`config.mk`:
```
export PLATFORM = sky130hd
export DESIGN_NAME = lsu
export DESIGN_NICKNAME = d
export VERILOG_FILES = /design/src/common/lsu_pkg.sv /design/src/lsu/store_align.sv /design/src/lsu/load_extract.sv /design/src/lsu/lsu.sv
export SDC_FILE = /design/constraint.sdc
export NUM_CORES = 1
export LEC_CHECK = 0
export ABC_AREA = 1
export BUFFER_PORTS_ARGS = -buffer_cell sky130_fd_sc_hd__buf_2
export CAP_MARGIN = 30
export CORE_AREA = 2 2 223 225
export DETAILED_ROUTE_END_ITERATION = 12
export DIE_AREA = 0 0 225 227
export PLACE_DENSITY = 0.49
export SLEW_MARGIN = 40
export SYNTH_ARGS = -nofsm -noshare
export SYNTH_HDL_FRONTEND = slang
export SYNTH_SLANG_ARGS = --single-unit
```
`constraint.sdc`:
```
create_clock -name CLK -period 2.15 [get_ports CLK]
set_input_delay 0.1075 -clock CLK [delete_from_list [all_inputs] [get_ports CLK]]
set_output_delay 0.1075 -clock CLK [all_outputs]
set_load 0.05 [all_outputs]
```
`src/common/lsu_pkg.sv`:
```
// Load/store unit shared types
// Request, bank write and writeback structs for the LSU and its data memory

package lsu_pkg;

	// Rename buffer bits appended to the register number
	parameter int rb_w = 2;

	// Full destination tag
	parameter int rd_tag_w = 5 + rb_w;

	// Load access size
	typedef enum logic [1:0] {
		lb,
		lh,
		lw,
		ld
	} load_op_e;

	// Store access size
	typedef enum logic [1:0] {
		sb,
		sh,
		sw,
		sd
	} store_op_e;

	// Load request from execute
	typedef struct packed {
		load_op_e op;
		logic [rd_tag_w-1:0] rd;
		// Byte address, any alignment
		logic [63:0] addr;
		// Zero extend instead of sign extend
		logic is_unsigned;
	} load_req_t;

	// Store request from execute
	typedef struct packed {
		store_op_e op;
		logic [63:0] addr;
		// Store data, right aligned
		logic [63:0] data;
	} store_req_t;

	// Write port of one memory bank
	typedef struct packed {
		logic wen;
		// One bit per byte lane
		logic [7:0] wmask;
		logic [63:0] wdata;
	} bank_wr_t;

	// Result returned to the register file
	typedef struct packed {
		logic [rd_tag_w-1:0] rd;
		logic [63:0] result;
	} wb_t;

endpackage

```
`src/lsu/store_align.sv`:
```
`timescale 1ns/1ns
// Store alignment
// Spreads one store over the two banks as byte masks and shifted data

module store_align (
	input lsu_pkg::store_req_t req,
	input logic en,
	output lsu_pkg::bank_wr_t wr_a,
	output lsu_pkg::bank_wr_t wr_b
);

	import lsu_pkg::*;

	// Byte offset within the doubleword
	logic [2:0] offset;
	// Mask for the size before shifting
	logic [15:0] size_mask;
	// Mask over the 16 byte window
	logic [15:0] mask;
	// Data over the 16 byte window
	logic [127:0] wide_data;
	// Lower and upper doubleword of the window
	logic [7:0] lo_mask;
	logic [7:0] hi_mask;
	logic [63:0] lo_data;
	logic [63:0] hi_data;

	assign offset = req.addr[2:0];

	always_comb begin
		case (req.op)
			sb: size_mask = 16'h0001;
			sh: size_mask = 16'h0003;
			sw: size_mask = 16'h000f;
			// sd
			default: size_mask = 16'h00ff;
		endcase
	end

	// Shift into place, may spill into upper doubleword
	assign mask = size_mask << offset;
	assign wide_data = {64'h0, req.data} << {offset, 3'b000};

	// Masks only live when the store is granted
	assign lo_mask = mask[7:0] & {8{en}};
	assign hi_mask = mask[15:8] & {8{en}};
	assign lo_data = wide_data[63:0];
	assign hi_data = wide_data[127:64];

	// Bit 3 says which bank holds the lower doubleword
	always_comb begin
		wr_a.wen = en;
		wr_b.wen = en;
		if (req.addr[3]) begin
			// Odd start, lower half in bank B
			wr_b.wmask = lo_mask;
			wr_b.wdata = lo_data;
			wr_a.wmask = hi_mask;
			wr_a.wdata = hi_data;
		end else begin
			wr_a.wmask = lo_mask;
			wr_a.wdata = lo_data;
			wr_b.wmask = hi_mask;
			wr_b.wdata = hi_data;
		end
	end

endmodule

```
`src/lsu/load_extract.sv`:
```
`timescale 1ns/1ns
// Load data extraction
// Selects the addressed bytes from both banks and extends to 64 bits

module load_extract (
	input lsu_pkg::load_op_e op,
	input logic [3:0] offset,
	input logic is_unsigned,
	input logic [63:0] rdata_a,
	input logic [63:0] rdata_b,
	output logic [63:0] result
);

	import lsu_pkg::*;

	// 16 byte window, lower doubleword first
	logic [127:0] window;
	// Addressed bytes moved down to bit 0
	logic [63:0] shifted;

	// Bank B holds the lower doubleword on an odd start
	assign window = offset[3] ? {rdata_a, rdata_b} : {rdata_b, rdata_a};

	// Byte offset times eight
	assign shifted = window[{offset[2:0], 3'b000} +: 64];

	always_comb begin
		case (op)
			lb: begin
				if (is_unsigned) begin
					result = {56'h0, shifted[7:0]};
				end else begin
					result = {{56{shifted[7]}}, shifted[7:0]};
				end
			end
			lh: begin
				if (is_unsigned) begin
					result = {48'h0, shifted[15:0]};
				end else begin
					result = {{48{shifted[15]}}, shifted[15:0]};
				end
			end
			lw: begin
				if (is_unsigned) begin
					result = {32'h0, shifted[31:0]};
				end else begin
					result = {{32{shifted[31]}}, shifted[31:0]};
				end
			end
			// ld, full width, no extension
			default: begin
				result = shifted;
			end
		endcase
	end

endmodule

```
`src/lsu/lsu.sv`:
```
`timescale 1ns/1ns
// Load/store unit
// Load over store arbitration, bank addressing and one cycle writeback

module lsu #(
	parameter int aw = 10
) (
	input logic CLK,
	input logic reset,

	// Load channel
	input lsu_pkg::load_req_t lu_req,
	input logic lu_valid,
	output logic lu_ready,

	// Store channel
	input lsu_pkg::store_req_t su_req,
	input logic su_valid,
	output logic su_ready,

	// Memory banks
	output logic [aw-1:0] bank_a_addr,
	output logic [aw-1:0] bank_b_addr,
	output lsu_pkg::bank_wr_t bank_a_wr,
	output lsu_pkg::bank_wr_t bank_b_wr,
	input logic [63:0] bank_a_rdata,
	input logic [63:0] bank_b_rdata,

	// Writeback
	output lsu_pkg::wb_t wb,
	output logic wb_valid
);

	import lsu_pkg::*;

	// Transfers this cycle
	logic load_grant;
	logic store_grant;
	// Address of the winning request
	logic [63:0] grant_addr;
	// Doubleword indices of the 16 byte window
	logic [aw-1:0] lo_idx;
	logic [aw-1:0] hi_idx;

	// Load info held for the data cycle
	load_op_e ld_op_q;
	logic [3:0] ld_offset_q;
	logic ld_unsigned_q;
	logic [rd_tag_w-1:0] ld_rd_q;
	logic ld_grant_q;
	// Any transfer last cycle
	logic valid_q;
	// Extended load data
	logic [63:0] ld_result;

	// Memory never stalls
	assign lu_ready = 1'b1;
	// Load wins the cycle
	assign su_ready = ~lu_valid;

	assign load_grant = lu_valid & lu_ready;
	assign store_grant = su_valid & su_ready;

	// Bank indices from the granted address
	assign grant_addr = load_grant ? lu_req.addr : su_req.addr;
	assign lo_idx = grant_addr[3 +: aw];
	// Wraps at bank depth
	assign hi_idx = lo_idx + 1'b1;
	assign bank_a_addr = grant_addr[3] ? hi_idx : lo_idx;
	assign bank_b_addr = grant_addr[3] ? lo_idx : hi_idx;

	// Store masks and data, written at the accepting edge
	store_align store_align_i (
		.req (su_req),
		.en  (store_grant),
		.wr_a(bank_a_wr),
		.wr_b(bank_b_wr)
	);

	always_ff @(posedge CLK) begin
		if (reset) begin
			valid_q <= 1'b0;
			ld_grant_q <= 1'b0;
			ld_op_q <= lb;
			ld_offset_q <= '0;
			ld_unsigned_q <= 1'b0;
			ld_rd_q <= '0;
		end else begin
			valid_q <= load_grant | store_grant;
			ld_grant_q <= load_grant;
			// Store completes with tag zero
			ld_rd_q <= load_grant ? lu_req.rd : '0;
			if (load_grant) begin
				ld_op_q <= lu_req.op;
				ld_offset_q <= lu_req.addr[3:0];
				ld_unsigned_q <= lu_req.is_unsigned;
			end
		end
	end

	// Bank data arrives the cycle after the address
	load_extract load_extract_i (
		.op         (ld_op_q),
		.offset     (ld_offset_q),
		.is_unsigned(ld_unsigned_q),
		.rdata_a    (bank_a_rdata),
		.rdata_b    (bank_b_rdata),
		.result     (ld_result)
	);

	// Zero result for stores
	always_comb begin
		wb.rd = ld_rd_q;
		wb.result = ld_grant_q ? ld_result : 64'h0;
	end

	assign wb_valid = valid_q;

	// No bank write may slip in beside a pending load
	a_load_priority: assert property (
		@(posedge CLK) disable iff (reset)
		lu_valid |-> !(bank_a_wr.wen || bank_b_wr.wen)
	);

	// Writeback only follows a handshake
	a_wb_after_transfer: assert property (
		@(posedge CLK) disable iff (reset)
		wb_valid |-> $past((lu_valid && lu_ready) || (su_valid && su_ready))
	);

endmodule

```
==> reports/metrics.csv <==
stage;metric;value;unit
place;PortBufs;470;
power_and_ir_drop;Lkg Pwr;7.67;nW
outcome;status;complete, but fails checks;
timing;Setup Skew;0;ns
global_route;global route overflow;0;
logic_synthesis;post-synthesis cell count;2068;
cts;htree depth;1;
cts;clock slew at reported path FFs;0.06;ns
min_path;min-delay worst type;primary input to flop;
die;Boundary Pins;576;
critical_path;startpoint types;flop;
cts;Num CTS Buffers;3;
logic_synthesis;Synth Register Bits;16;
route;remaining antenna violation count;0;
cts;total clock sinks;16;
cells_and_area;area added between synthesis and finish;58.9;%
critical_path;CP required;2.04;ns
timing;worst setup margin;-0.280;ns
power_and_ir_drop;sequential group share of total power;5.4;%
timing;Max Fclk;0.412;GHz
global_route;first-pass GRT wire length;83900;um
cells_and_area;# nets final;2864;
timing;max-slew violations;0;
critical_path;CP most frequent cell;nand2_1;
critical_path;R2R setup slack;1.28;ns
power_and_ir_drop;switching power;3.86;mW
logic_synthesis;Syn Area/Cell;4.70;um^2
cts;CTS Root Cell;clkbuf_16;
flow_run;Max Cap Violations;0;
critical_path;CP Class;flop to primary output;
power_and_ir_drop;switching share of total power;62.4;%
cts;CTS tree;built;
cells_and_area;share of layout cells above drive strength 1;35.5;%
route;Vias per Instance;4.99;
timing;Final period util;113;%
route;DRC viols;0;
route;Iter 0 DRT Violations;1486;
route;Routed WL;59500;um
global_route;vias in the first global route;14240;
die;cell row count;81;
power_and_ir_drop;PD cells;400;nW/um^2
route;met3 wire len;4530;um
place;Final GP Congestion;0.952;
die;Core Area;48500;um^2
global_route;largest net degree at the start of global routing;135;
outcome;failing checks;setup timing;
global_route;initial antenna violation count;10;
logic_synthesis;synthesized cell area;9730;um^2
route;1st-pass router iterations;8;
die;die height;227;um
die;Chip Width;225;um
route;DR WL met2;29200;um
cts;Hold Buf Count CTS;0;
route;M1 WL;23100;um
logic_synthesis;synth warn;0;
timing;post-route minimum period;2.43;ns
logic_synthesis;Seq/Total Area, Yosys;3.29;%
global_route;all-layer global routing usage;21.3;%
power_and_ir_drop;Gate power share;87.9;%
timing;setup violators final;62;
timing;total negative setup slack;-11.05;ns
cts;Max Root-Sink Buffers;2;
critical_path;Slowest-stage cell, CP;dfxtp_4;
route;Top Layer Used;met5;
critical_path;Crit Path Max Fanout;14;
critical_path;Critical Path Sink Type;primary output;
timing;relative slew slack;57.7;%
power_and_ir_drop;Max rail drop VDD;0.283;mV
power_and_ir_drop;internal power;2.33;mW
die;Initial Utilization;20.0;%
timing;Min Hold Slack;0.0714;ns
die;die area;51100;um^2
timing;Fin. Hold Viols;0;
critical_path;crit-path cells;clkbuf_16, clkbuf_16, o21ai_1, buf_4, o21ai_0, a21oi_1, o21ai_0, nand2_2, nand2_1, nand2_1, nand2_1, inv_1, buf_6;
route;routed len/inst;18.9;um
logic_synthesis;unique cell type count in the Yosys netlist;48;
timing;worst slew pin tran;0.627;ns
critical_path;Critical Path AT;2.32;ns
route;vias;15752;
cts;worst skew pair latency;0.25;ns
critical_path;Crit path largest cell delay;0.44;ns
timing;RSZ-0062 raised after global routing;yes;
place;post-DP HPWL;47400;um
power_and_ir_drop;clock share of power;6.7;%
[synthesized netlist by cell type (all sizes together)]
library cell,instances,share of area (%)
a311oi,1,0.090
ha,1,0.13
o32a,1,0.10
nand4,1,0.064
nand3b,2,0.15
o31ai,1,0.077
nor2,193,7.6
buf,105,6.8
a31oi,35,2.3
o211ai,17,1.3
a22oi,7,0.54
a211oi,7,0.54
and2,6,0.39
conb,2,0.077
xnor2,4,0.36
nand2,769,30
o22ai,12,0.77
dfxtp,16,3.3
a21oi,79,4.1
nor3,9,0.46
o32ai,1,0.090
clkinv,1,0.039
mux2i,23,2.4
nand3,193,10
inv,121,4.7
clkbuf,73,2.8
o2bb2ai,1,0.090
a21boi,8,0.66
xor2,3,0.27
o21ai,341,18
or2,35,2.3
[cell families (layout without fill, tap and decap cells)]
family                     Yosys count  count (layout)  share of synthesized area (%)
buffers and inverters              300             755                           14.3
other                                2               9                         0.0772
DFF                                 16              16                           3.29
xor gates and xnor gates             7               7                          0.630
adders and majority gates            1               1                          0.129
muxes                               23              23                           2.37
and+or+nand+nor                   1208            1210                           50.9
AOI/OAI and AO/OA                  511             511                           28.3
[worst max-delay path, delay by kind of cell, from the launching register on]
family / cells / cell delay, ns
AO/OA/AOI/OAI: 4 / 0.58
buffers and inverters: 5 / 0.74
flip-flops: 1 / 0.44
AND/OR/NAND/NOR: 4 / 0.30
[what timing repair did]
action                     in CTS  in global routing
hold endpoints to repair        0                  0
setup endpoints to repair      63                 64
resized for setup              92                318
pin swaps                       8                 50
gates cloned                    3                 12
buffers inserted                1                  7
[placed cells by master, fill, tap and decap left out, types with 15 or more instances in the layout]
master,n
a21oi_1,52
a21oi_2,24
a31oi_1,34
buf_12,51
buf_2,395
buf_4,122
buf_6,38
inv_1,103
inv_2,15
mux2i_1,15
nand2_1,729
nand2_2,36
nand3_1,142
nand3_2,49
nor2_1,161
nor2_2,27
o211ai_1,17
o21ai_0,117
o21ai_1,175
o21ai_2,42
or2_2,18
[per-layer routing]
layer,GRT usage [%],vias up
met1,25.0,7152
met4,8.48,8
met5,0,-
met3,3.42,130
li1,-,7719
met2,38.8,743
[final cells by class]
type / count / area, um^2
timing repair buffer: 629 / 4840
sequential: 16 / 328
tap: 622 / 778
clock buffer: 4 / 88.8
multi-input combinational: 1755 / 8930
inverter: 122 / 470
fill: 5589 / 33100
antenna: 6 / 15.0
[power groups by stage]
stage | combinational, mW | sequential [mW] | clock [mW]
finish | 5.44 | 0.334 | 0.416
global route | 5.79 | 0.337 | 0.457
CTS | 5.03 | 0.331 | 0.440
detailed placement | 4.90 | 0.335 | 0
global placement | 4.91 | 0.334 | 0
floorplan | 3.17 | 0.352 | 0
[state kept, by name (all words and copies together), names as in the netlist]
signal and count:
ld_op_q 2, ld_unsigned_q 1, wb_valid 1, ld_grant_q 1
ld_rd_q 7, ld_offset_q 4
[per-stage QoR]
step | setup slack [ns] | std cells | area [um^2] | util, % | total power, mW
6_report | -0.280 | 3154 | 15500 | 31.8 | 6.19
5_1_grt | -0.398 | 3151 | 15400 | 31.8 | 6.59
4_1_cts | -0.276 | 3129 | 14200 | 29.2 | 5.80
3_5_place_dp | -0.225 | 3121 | 13800 | 28.4 | 5.23
3_3_place_gp | -0.218 | 3121 | 13800 | 28.4 | 5.25
2_1_floorplan | -0.163 | 2069 | 9790 | - | 3.52
[final timing paths]
| check | startpoint | end | cells past startpoint |
|---|---|---|---|
| setup / recovery | ld_offset_q[3]$_SDFFE_PP0P_ | wb[19] | 13 |
| hold / removal | lu_req[68] | ld_rd_q[3]$_SDFF_PP0_ | 3 |
| setup reg to reg | ld_offset_q[2]$_SDFFE_PP0P_ | ld_offset_q[2]$_SDFFE_PP0P_ | 2 |
| hold reg to reg | ld_unsigned_q$_SDFFE_PP0P_ | ld_unsigned_q$_SDFFE_PP0P_ | 2 |
(Power assumes the default switching activity.)
